`src/verilog/ob_pkg.sv`:
```
// **************************************
// Shared types and constants for the ask-side order table
// Widths, depth, slot layout and the mask helpers used by the
// table core and the query walker
// **************************************
`default_nettype none

package ob_pkg;

  // Live entries; slot TABLE_DEPTH is the head, slot 0 the reject
  localparam int TABLE_DEPTH = 8;

  typedef logic [15:0] price_t;
  typedef logic [7:0]  quantity_t;
  // Holds the sum of a full table of quantities
  typedef logic [11:0] accum_qty_t;
  typedef logic [7:0]  uid_t;

  // Empty slot marker, sorts behind every real ask price
  localparam price_t PRICE_INVALID = '1;

  typedef struct packed {
    uid_t      uid;
    quantity_t quantity;
    price_t    price;
  } entry_t;

  localparam entry_t ENTRY_EMPTY = '{uid: '0, quantity: '0, price: PRICE_INVALID};

  typedef entry_t [TABLE_DEPTH:0]             table_t;
  typedef logic [TABLE_DEPTH:0]               slot_vec_t;
  typedef logic [$clog2(TABLE_DEPTH+1)-1:0]   slot_idx_t;

  // One-hot of the set bit nearest the head
  function automatic slot_vec_t pick_nearest_head(slot_vec_t x);
    slot_vec_t r;
    r = '0;
    for (int i = 0; i <= TABLE_DEPTH; i++) begin
      if (x[i]) begin
        r    = '0;
        r[i] = 1'b1;
      end
    end
    return r;
  endfunction

  // Unary mask from the one-hot position down to slot 0
  function automatic slot_vec_t mask_below(slot_vec_t onehot, logic inclusive);
    slot_vec_t r;
    logic      seen;
    seen = 1'b0;
    for (int i = TABLE_DEPTH; i >= 0; i--) begin
      r[i] = (inclusive && onehot[i]) || seen;
      seen = seen || onehot[i];
    end
    return r;
  endfunction

endpackage

`default_nettype wire

```
`src/verilog/ob_table_core.sv`:
```
// **************************************
// Price-ordered shift table for the ask side
// Lowest price at the head slot, ties kept in arrival order
// Handles insert, cancel by uid, head pop and reject pop
// Table and valid vector are exported for the depth query
// **************************************
`timescale 1ns/1ps
`default_nettype none

module ob_table_core (
  input  logic              clk,
  input  logic              rst,
  input  logic              insert,
  input  ob_pkg::entry_t    insert_entry,
  input  logic              cancel,
  input  ob_pkg::uid_t      cancel_uid,
  input  logic              head_pop,
  input  logic              reject_pop,
  output logic              cancel_hit,
  output ob_pkg::entry_t    cancel_entry,
  output logic              head_vld,
  output ob_pkg::entry_t    head,
  output logic              reject_vld,
  output ob_pkg::entry_t    reject,
  output ob_pkg::table_t    tbl,
  output ob_pkg::slot_vec_t tbl_vld
);

  import ob_pkg::*;

  // Insert side
  slot_vec_t insert_match;
  slot_vec_t install;
  slot_vec_t shift_dn;

  // Cancel and pop side
  slot_vec_t cancel_match;
  slot_vec_t shift_up;

  // Neighbour sources for each slot
  table_t    up_src;
  table_t    dn_src;

  // Next state
  table_t    tbl_nxt;
  slot_vec_t tbl_vld_nxt;

  // Insert placement
  always_comb begin
    // Slots holding a strictly higher price
    // Equal price stays ahead, which keeps FIFO order among ties
    for (int i = 0; i <= TABLE_DEPTH; i++) begin
      insert_match[i] = insert && (insert_entry.price < tbl[i].price);
    end
    // New entry goes to the nearest-head slot that loses to it
    // Empty reject slot always matches, so a worst insert lands there
    install  = pick_nearest_head(insert_match);
    // Everything below the install point moves toward slot 0
    shift_dn = mask_below(install, 1'b0);
  end

  // Cancel lookup
  always_comb begin
    // Uid compare over live slots only
    for (int i = 0; i <= TABLE_DEPTH; i++) begin
      cancel_match[i] = cancel && tbl_vld[i] && (tbl[i].uid == cancel_uid);
    end
    cancel_hit = |cancel_match;

    // Hit entry out, zero when nothing matched
    cancel_entry = '0;
    for (int i = 0; i <= TABLE_DEPTH; i++) begin
      if (cancel_match[i]) begin
        cancel_entry = tbl[i];
      end
    end

    // Hit slot and all behind it close the gap
    // Head pop moves the whole table up
    shift_up = mask_below(cancel_match, 1'b1) | {(TABLE_DEPTH+1){head_pop}};
  end

  // Neighbour sources
  always_comb begin
    // Shift up pulls from the slot behind, reject slot refills empty
    up_src[0] = ENTRY_EMPTY;
    for (int i = 1; i <= TABLE_DEPTH; i++) begin
      up_src[i] = tbl[i-1];
    end
    // Shift down pulls from the slot ahead
    for (int i = 0; i < TABLE_DEPTH; i++) begin
      dn_src[i] = tbl[i+1];
    end
    // Head never shifts down
    dn_src[TABLE_DEPTH] = tbl[TABLE_DEPTH];
  end

  // Per-slot next state
  always_comb begin
    for (int i = 0; i <= TABLE_DEPTH; i++) begin
      if (install[i]) begin
        tbl_nxt[i] = insert_entry;
      end else if (shift_up[i]) begin
        tbl_nxt[i] = up_src[i];
      end else if (shift_dn[i]) begin
        tbl_nxt[i] = dn_src[i];
      end else if (reject_pop && (i == 0)) begin
        // Reject drained by the outside
        tbl_nxt[i] = ENTRY_EMPTY;
      end else begin
        tbl_nxt[i] = tbl[i];
      end
      // Slot is live when it carries a real price
      tbl_vld_nxt[i] = (tbl_nxt[i].price != PRICE_INVALID);
    end
  end

  // Table registers
  always_ff @(posedge clk) begin
    if (rst) begin
      for (int i = 0; i <= TABLE_DEPTH; i++) begin
        tbl[i] <= ENTRY_EMPTY;
      end
      tbl_vld <= '0;
    end else begin
      tbl     <= tbl_nxt;
      tbl_vld <= tbl_vld_nxt;
    end
  end

  // Head and reject read straight from their slots
  assign head       = tbl[TABLE_DEPTH];
  assign head_vld   = (tbl[TABLE_DEPTH].price != PRICE_INVALID);
  assign reject     = tbl[0];
  assign reject_vld = (tbl[0].price != PRICE_INVALID);

  // Commands are mutually exclusive
  assert property (@(posedge clk) disable iff (rst)
    $onehot0({insert, cancel, head_pop, reject_pop}))
    else $error("more than one table command in a cycle");

  // A pending reject must be drained before the next insert
  assert property (@(posedge clk) disable iff (rst)
    insert |-> !reject_vld)
    else $error("insert while reject slot is occupied");

  // Uids are unique across the live slots
  assert property (@(posedge clk) disable iff (rst)
    cancel |-> $onehot0(cancel_match))
    else $error("cancel uid matched more than one slot");

endmodule

`default_nettype wire

```
`src/verilog/ob_qry_cnt.sv`:
```
// **************************************
// Depth query walker
// Steps from the head down to slot 1, one slot per cycle,
// summing quantity at or below a limit price
// Response is the sum and whether it covers the wanted quantity
// **************************************
`timescale 1ns/1ps
`default_nettype none

module ob_qry_cnt (
  input  logic               clk,
  input  logic               rst,
  input  logic               qry_vld,
  input  ob_pkg::price_t     qry_price,
  input  ob_pkg::quantity_t  qry_qty,
  input  ob_pkg::table_t     tbl,
  input  ob_pkg::slot_vec_t  tbl_vld,
  output logic               qry_busy,
  output logic               qry_rsp_vld,
  output logic               qry_rsp_ge,
  output ob_pkg::accum_qty_t qry_rsp_qty
);

  import ob_pkg::*;

  typedef enum logic [1:0] {
    QRY_IDLE,
    QRY_WALK,
    QRY_RSP
  } qry_state_t;

  qry_state_t state;

  // Walk context, latched on acceptance
  slot_idx_t  idx;
  price_t     lim_price;
  quantity_t  want_qty;
  accum_qty_t acc;

  logic       take;
  accum_qty_t acc_nxt;

  // Current slot counts when live and priced at or under the limit
  assign take    = tbl_vld[idx] && (tbl[idx].price <= lim_price);
  assign acc_nxt = take ? (acc + accum_qty_t'(tbl[idx].quantity)) : acc;

  // Busy through the walk and the response cycle
  assign qry_busy = (state != QRY_IDLE);

  // Control FSM
  always_ff @(posedge clk) begin
    if (rst) begin
      state       <= QRY_IDLE;
      qry_rsp_vld <= 1'b0;
    end else begin
      qry_rsp_vld <= 1'b0;
      case (state)
        QRY_IDLE: if (qry_vld) state <= QRY_WALK;
        // Slot 1 is the last live slot and the reject is skipped
        QRY_WALK: if (idx == slot_idx_t'(1)) state <= QRY_RSP;
        QRY_RSP: begin
          state       <= QRY_IDLE;
          qry_rsp_vld <= 1'b1;
        end
        default: state <= QRY_IDLE;
      endcase
    end
  end

  // Datapath
  always_ff @(posedge clk) begin
    case (state)
      QRY_IDLE: begin
        if (qry_vld) begin
          lim_price <= qry_price;
          want_qty  <= qry_qty;
          idx       <= slot_idx_t'(TABLE_DEPTH);
          acc       <= '0;
        end
      end
      QRY_WALK: begin
        acc <= acc_nxt;
        idx <= idx - 1'b1;
      end
      // Response held until the next query completes
      QRY_RSP: begin
        qry_rsp_qty <= acc;
        qry_rsp_ge  <= (acc >= accum_qty_t'(want_qty));
      end
      default: ;
    endcase
  end

  // One query in flight at a time
  assert property (@(posedge clk) disable iff (rst)
    qry_vld |-> !qry_busy)
    else $error("query issued while walker busy");

  // Response pulse rises TABLE_DEPTH+1 edges after acceptance
  // and is first sampled one edge later
  assert property (@(posedge clk) disable iff (rst)
    qry_rsp_vld |-> $past(qry_vld && !qry_busy, TABLE_DEPTH + 2))
    else $error("query response not TABLE_DEPTH+1 cycles after acceptance");

endmodule

`default_nettype wire

```
`src/verilog/ob_table.sv`:
```
// **************************************
// Ask-side order table top level
// Shift table core plus the depth query walker beside it
// Commands are single-cycle strobes, one per cycle
// **************************************
`timescale 1ns/1ps
`default_nettype none

module ob_table (
  input  logic               clk,
  input  logic               rst,
  input  logic               insert,
  input  ob_pkg::entry_t     insert_entry,
  input  logic               cancel,
  input  ob_pkg::uid_t       cancel_uid,
  input  logic               head_pop,
  input  logic               reject_pop,
  input  logic               qry_vld,
  input  ob_pkg::price_t     qry_price,
  input  ob_pkg::quantity_t  qry_qty,
  output logic               cancel_hit,
  output ob_pkg::entry_t     cancel_entry,
  output logic               head_vld,
  output ob_pkg::entry_t     head,
  output logic               reject_vld,
  output ob_pkg::entry_t     reject,
  output logic               qry_busy,
  output logic               qry_rsp_vld,
  output logic               qry_rsp_ge,
  output ob_pkg::accum_qty_t qry_rsp_qty
);

  import ob_pkg::*;

  // Registered table state shared with the walker
  table_t    tbl;
  slot_vec_t tbl_vld;

  ob_table_core u_core (
    .clk          (clk),
    .rst          (rst),
    .insert       (insert),
    .insert_entry (insert_entry),
    .cancel       (cancel),
    .cancel_uid   (cancel_uid),
    .head_pop     (head_pop),
    .reject_pop   (reject_pop),
    .cancel_hit   (cancel_hit),
    .cancel_entry (cancel_entry),
    .head_vld     (head_vld),
    .head         (head),
    .reject_vld   (reject_vld),
    .reject       (reject),
    .tbl          (tbl),
    .tbl_vld      (tbl_vld)
  );

  // Walker reads the table while it is held still
  ob_qry_cnt u_qry_cnt (
    .clk         (clk),
    .rst         (rst),
    .qry_vld     (qry_vld),
    .qry_price   (qry_price),
    .qry_qty     (qry_qty),
    .tbl         (tbl),
    .tbl_vld     (tbl_vld),
    .qry_busy    (qry_busy),
    .qry_rsp_vld (qry_rsp_vld),
    .qry_rsp_ge  (qry_rsp_ge),
    .qry_rsp_qty (qry_rsp_qty)
  );

endmodule

`default_nettype wire

```
`config.mk`:
```
export PLATFORM = sky130hd
export DESIGN_NAME = ob_table
export DESIGN_NICKNAME = d
export VERILOG_FILES = /design/src/verilog/ob_pkg.sv /design/src/verilog/ob_table_core.sv /design/src/verilog/ob_qry_cnt.sv /design/src/verilog/ob_table.sv
export SDC_FILE = /design/constraint.sdc
export NUM_CORES = 2
export LEC_CHECK = 0
export ABC_AREA = 1
export BUFFER_PORTS_ARGS = -buffer_cell sky130_fd_sc_hd__buf_2
export CAP_MARGIN = 10
export CORE_ASPECT_RATIO = 0.5
export CORE_UTILIZATION = 35
export DETAILED_ROUTE_END_ITERATION = 7
export PLACE_DENSITY = 0.47
export SLEW_MARGIN = 20
export SYNTH_ARGS = -nofsm -noshare
export SYNTH_HDL_FRONTEND = slang
export SYNTH_SLANG_ARGS = --single-unit
export TNS_END_PERCENT = 30
```
`constraint.sdc`:
```
create_clock -name clk -period 9.97 [get_ports clk]
set_clock_uncertainty 0.15 [all_clocks]
set_input_delay 0.4985 -clock clk [delete_from_list [all_inputs] [get_ports clk]]
set_output_delay 0.4985 -clock clk [all_outputs]
set_load 0.01 [all_outputs]
```
**Word level (Yosys, flattened, before mapping)**

Index checks and enable logic that the tools add are counted.

- Flip-flop bits (word level): 353
- Logic and storage cells: 195
- Output and inout bits: 114
- Bits of input ports: 71

- Order comparisons: 12
- Equal/unequal tests: 26
- Reduce and logical (&&, ||, !) cells: 60
- Add/subtract/negate cells: 2
- Muxes and demuxes: 58
- Bitwise logic cells: 1

Operator list:

| kind | number |
|---|---|
| $mux W32 | 36 |
| $ne A16 B16 Y1 const B | 11 |
| $lt A16 B16 Y1 | 9 |
| $bmux W32 S4 | 1 |
| $eq A8 B8 Y1 | 9 |
| $mux W9 | 8 |
| $logic_and A1 B1 Y1 | 28 |
| $mux W12 | 2 |
| $mux W24 | 1 |
| $pmux W12 S2 | 1 |
| $reduce_bool A3 Y1 | 7 |
| $le A16 B16 Y1 | 1 |
| $logic_or A1 B1 Y1 | 15 |
| $add A12 B8 Y12 | 1 |
| $ge A12 B8 Y1 | 1 |
| $or A9 B9 Y9 | 1 |
| $reduce_or A9 Y1 | 1 |
| $pmux W4 S2 | 1 |
| $reduce_and A2 Y1 | 3 |
| $reduce_bool A2 Y1 | 3 |
| $lt A4 B5 Y1 const B | 1 |
| $bmux W1 S4 | 1 |
| $eq A4 B1 Y1 const B | 1 |
| $mux W2 | 2 |
| 11 further kinds | 14 |

**Depth between registers and ports, before layout**

- Depth after elaboration: 22
- Mapped depth: 25
- Mapped depth without buffers: 23

**Hierarchy**

Synthesis repeated with hierarchy kept, for this count alone.

- Cells, all modules: 4468
- Area, all modules: 28628.7 um2

Modules (own cells, without submodules):

| module | area an instance (um2) | seq. area each (um2) | cells an instance | times used |
|---|---|---|---|---|
| ob_table_core | 23826.6 | 5945.7 | 3791 | 1 |
| ob_qry_cnt | 4802.1 | 1651.6 | 677 | 1 |

**Least setup slack after synthesis**

OpenSTA, ideal clock, no wires.

- Path kind: register to register
- Start: register u_qry_cnt.idx[0]
- End: register u_qry_cnt.acc[0] (enable)
- Setup slack: 5.906 ns
- Arrival: 3.516 ns
- Library setup time: 0.398 ns
- Clock period less this slack: 4.064 ns
- Path buffers: 2
- Stages on the path, launching flop included: 16
- Data required time: 9.422 ns
- Cell sequence: edfxtp_1 -> clkbuf_1 -> clkinv_1 -> nand2_1 -> nor2_1 -> clkinv_1 -> clkbuf_1 -> o211ai_1 -> ha_1 -> nand2_1 -> inv_1 -> a221oi_1 -> o221ai_1 -> nand2_1 -> a32oi_1 -> o21ai_0

- Longest elaborated chain between the ends: 6
- Elaborated cells on any way between the ends: 8
- Classes of those cells: order compare (1); eq/ne (1); mux (4); reduce/logical (2)

Ends and longest elaborated chain:

| what | line | RTL |
|---|---|---|
| start: declaration | ob_qry_cnt.sv:35 | `slot_idx_t idx;` |
| start signal: assignment | ob_qry_cnt.sv:77 | `idx <= slot_idx_t'(TABLE_DEPTH);` |
| start signal: assignment | ob_qry_cnt.sv:83 | `idx <= idx - 1'b1;` |
| $bmux W32 S4 | ob_qry_cnt.sv:44 | `assign take = tbl_vld[idx] && (tbl[idx].price <= lim_price);` |
| $mux W24 (not written as such) | ob_qry_cnt.sv:44 |  |
| $le A16 B16 Y1 | ob_qry_cnt.sv:44 |  |
| $logic_and A1 B1 Y1 (*) | ob_qry_cnt.sv:44 |  |
| $ne A2 B1 Y1 (no source line) (*) | -- |  |
| $reduce_and A3 Y1 (no source line) (*) | -- |  |
| end signal: assignment | ob_qry_cnt.sv:82 | `acc <= acc_nxt;` |
| end: declaration | ob_qry_cnt.sv:38 | `accum_qty_t acc;` |

Mark *: on every way between the ends. The rest lies on a longest branch, timed or not. The select of a mux whose other input is x is not followed.
A chain may end at the register's enable or synchronous reset.

**Worst setup path after layout**

- Start: register u_core.head[15] (netlist name)
- End: register u_core.tbl_vld[3]

- Longest elaborated chain between the ends: 11

Ends and longest elaborated chain:

| what | line | RTL |
|---|---|---|
| $lt A16 B16 Y1 (*) | ob_table_core.sv:53 | `insert_match[i] = insert && (insert_entry.price < tbl[i].price);` |
| $logic_and A1 B1 Y1 (*) | ob_table_core.sv:53 |  |
| $mux W9 (*) | ob_pkg.sv:39 | `if (x[i]) begin` |
| $logic_or A1 B1 Y1 (4 in a row) | ob_pkg.sv:54 | `seen = seen \|\| onehot[i];` |
| $mux W32 | ob_table_core.sv:105 | `end else if (shift_dn[i]) begin` |
| $mux W32 | ob_table_core.sv:103 | `end else if (shift_up[i]) begin` |
| $mux W32 (*) | ob_table_core.sv:101 | `if (install[i]) begin` |
| $ne A16 B16 Y1 (*) | ob_table_core.sv:114 | `tbl_vld_nxt[i] = (tbl_nxt[i].price != PRICE_INVALID);` |
| end signal: assignment | ob_table_core.sv:127 | `tbl_vld <= tbl_vld_nxt;` |
| end: declaration | ob_table_core.sv:26 | `output ob_pkg::slot_vec_t tbl_vld` |

Marked as above.

==> results.txt <==
Status - finished, final reports clean
Crit share post-route - 53.3%
HPWL after DPL - 109000 um
Slowest-stage cell, CP - nor2_4
Core Region - 78200 um2
Worst path most repeated cell - nand2_1
ANT cells - 0
CP startpoint kind - register
Maximum number of pins on one net before global-route repair - 154
Final setup fails - 0
Async SR Flop Fraction - 0%
Cell Area, Synth - 28000 um2
Initial antenna violation count - 3
VDD IR max - 0.108 mV
Synth top area share - 21.4%
P per Cell Area - 154 nW/um2
Max Clk Rate - 188 MHz
Vias in the first global route - 29800
Met1 usage - 49.8%
Layout cells sized above 1 - 10.5%
Synth-to-layout area growth - 9.85%
RSZ-0062 raised after global routing - false
Post-place setup slack - 4.40 ns
Area contributors post-synth - dfxtp_1, nand2_1, o21ai_0
Critical path peak fanout - 46
CP max stage delay - 0.96 ns
Post-synth top area cell - dfxtp_1
# Max-Cap Violations - 0
CTS tree - done
Synth Instances - 4344
Number of gates resized after CTS - 0
Yosys reg bits - 353
Distinct cell type count after synthesis - 61
Drt wl/cell - 27.6 um
H-tree depth - 2
Slew HR - 21.9%
WL final - 149000 um
Tot Pwr - 4.74 mW
# hold bufs at CTS - 24
Crit Path Class - register to register
Utilization after layout - 39.3%
Port bufs - 184
Post-synth top flop - dfxtp_1
Crit end category - register
Post-route DRC - 0
Fin crit period - 5.31 ns
Clock latency on the worst-skew pair - 0.63 ns
Clk sinks - 353
Final setup margin - 4.66 ns
Met3 usage - 8.95%
Arrival time at the worst endpoint - 5.65 ns
Hold WC Path Type - input pin to register
Met2 Track Usage GR - 51.7%
Top Usage Layer GRT - met2
Ys Warns - 0
Pins Over Slew Limit - 0
NumNets Final - 4565
Die Area - 81200 um2
LEAKAGE - 14.0 nW
First-pass GRT wire length - 213000 um
DIE HEIGHT - 202 um
Hold Vio Cnt, Final - 0
Synth Net Count - 4585
Worst Max-Slew Pin Slew - 1.17 ns
CP bufs+invs - 2
Dpl cell area - 29100 um2
Fillcell total - 8575
Top Family by Delay on Critical Path - simple AND/OR/NAND/NOR gates
Starting Density - 35.8%
Clk slew on worst S/H paths - 0.07 ns
Initial detailed-routing violation count - 4292
Critical Path, Cell by Cell - inv_1 > ha_1 > nand2_1 > nor4_1 > nand2_1 > nand2_4 > nand2_1 > buf_4 > nor2_2 > nand2_2 > nor2_4 > nand2_1 > nand3_1 > nand3_1 > o21ai_1 > nand2_1 > nor2_1 > nand2_1 > nor2_1 > nor2_1
Via count - 32600
DRT Pass-1 Iters - 6
Setup bufs post-CTS - 0
I/O pins - 185
Cell Rows - 72
GP Congestion - 1.01
Critical Path RT - 10.30 ns
Syn avg cell area - 6.45 um2
Post-route ant nets - 0
Drt via density - 6.04
Post-synthesis sequential area ratio - 27.1%
Setup tns final - 0 ns
Total clock buffers created by CTS - 41
Chip width - 402 um
Post-synth EDFFs - 53
Total Routing Usage GR - 35.4%
Clock Path Buffers - 3
Clock tree root driver cell - clkbuf_16
Fin area - 30800 um2
Gr ovfl total - 0
[placed cells by master (no fill, tap or decap), drive strengths merged, types with 47 or more instances in the layout]
master  Yosys  routed
o21ai     562     562
clkbuf    164      61
buf       172     249
edfxtp     53      53
ha        169     169
inv       436     436
a21oi     360     360
dfxtp     300     300
o211ai     83      83
nand3     293     293
a31oi      67      67
a221oi     47      47
nor2      254     254
or2        69      69
nand2    1047    1047
[registers in the layout (all words and copies together), names as in the netlist]
name and count:
u_core.head 32, u_core.reject 32, u_core.tbl 224, u_core.tbl_vld 9, u_qry_cnt.acc 12, u_qry_cnt.idx 4
u_qry_cnt.lim_price 16, u_qry_cnt.qry_rsp_ge 1, u_qry_cnt.qry_rsp_qty 12, u_qry_cnt.qry_rsp_vld 1, u_qry_cnt.state 2, u_qry_cnt.want_qty 8
[tightest hold or removal path: cells and delay by family]
family                 cells  cell delay (ns)
buffers and inverters      1             0.15
and+or+nand+nor            1             0.08
AOI/OAI and AO/OA          1             0.07
[cell type report]
class	count	area [um2]	area share, %
multi-input combinational	3213	17100	55.7
sequential	353	7600	24.7
timing repair buffer	273	1680	5.46
inverter	442	1660	5.40
tap	1036	1300	4.21
clock buffer	61	1250	4.05
clock inverter	11	159	0.516
[where the power goes]
part	leakage [nW]	total, mW	internal (mW)	switching [mW]
combinational	10.3	1.35	0.386	0.964
clock	0.690	1.69	0.945	0.744
sequential	2.96	1.71	1.55	0.152
total	14.0	4.74	2.88	1.86
[cells in the mapped netlist, types with 6 or more instances]
| cell type | instances |
|---|---|
| a21oi_1 | 360 |
| a221oi_1 | 47 |
| a22oi_1 | 15 |
| a31oi_1 | 67 |
| a32oi_1 | 6 |
| buf_1 | 16 |
| buf_2 | 79 |
| buf_4 | 76 |
| clkbuf_1 | 164 |
| clkinv_1 | 6 |
| dfxtp_1 | 300 |
| edfxtp_1 | 53 |
| ha_1 | 169 |
| inv_1 | 412 |
| inv_2 | 23 |
| nand2_1 | 1041 |
| nand3_1 | 287 |
| nand4_1 | 26 |
| nor2_1 | 234 |
| nor2_2 | 9 |
| nor2_4 | 8 |
| nor3_1 | 42 |
| nor4_1 | 16 |
| o211ai_1 | 83 |
| o21ai_0 | 514 |
| o21ai_1 | 48 |
| o221ai_1 | 44 |
| o22ai_1 | 29 |
| o31ai_1 | 17 |
| or2_2 | 69 |
| xnor2_1 | 15 |
| xor2_1 | 10 |
[stage by stage]
step                cells  hold slack [ns]
CTS                  5389           0.0663
floorplan            4344            0.294
global placement     5293            0.304
detailed placement   5293            0.306
finish               5389           0.0857
global route         5389           0.0788
[final timing paths]
path	from	end	slack [ns]	depth (start not counted)
worst min register to register	u_core.tbl[50]	u_core.tbl[50]	0.32	2
worst max register to register	u_core.head[15]	u_core.tbl_vld[3]	4.66	20
worst max-delay path	u_core.head[15]	u_core.tbl_vld[3]	4.66	20
worst min-delay path	insert_entry[23]	u_core.tbl[215]	0.09	3
[cells by family after synthesis]
family | Yosys count | share of synthesized area, %
simple gates | 1763 | 27.2
flops | 353 | 27.1
fa+ha+maj | 170 | 7.62
buf+inv | 778 | 11.8
xor+xnor | 25 | 0.782
compound gates | 1255 | 25.5
[layer usage]
| metal | vias up | wire length, um |
|---|---|---|
| met1 | 15500 | 64400 |
| met2 | 1982 | 61100 |
| met5 | - | 35 |
| met4 | 6 | 5990 |
| met3 | 331 | 17400 |
| li1 | 14700 | - |
(Power assumes the default switching activity.)
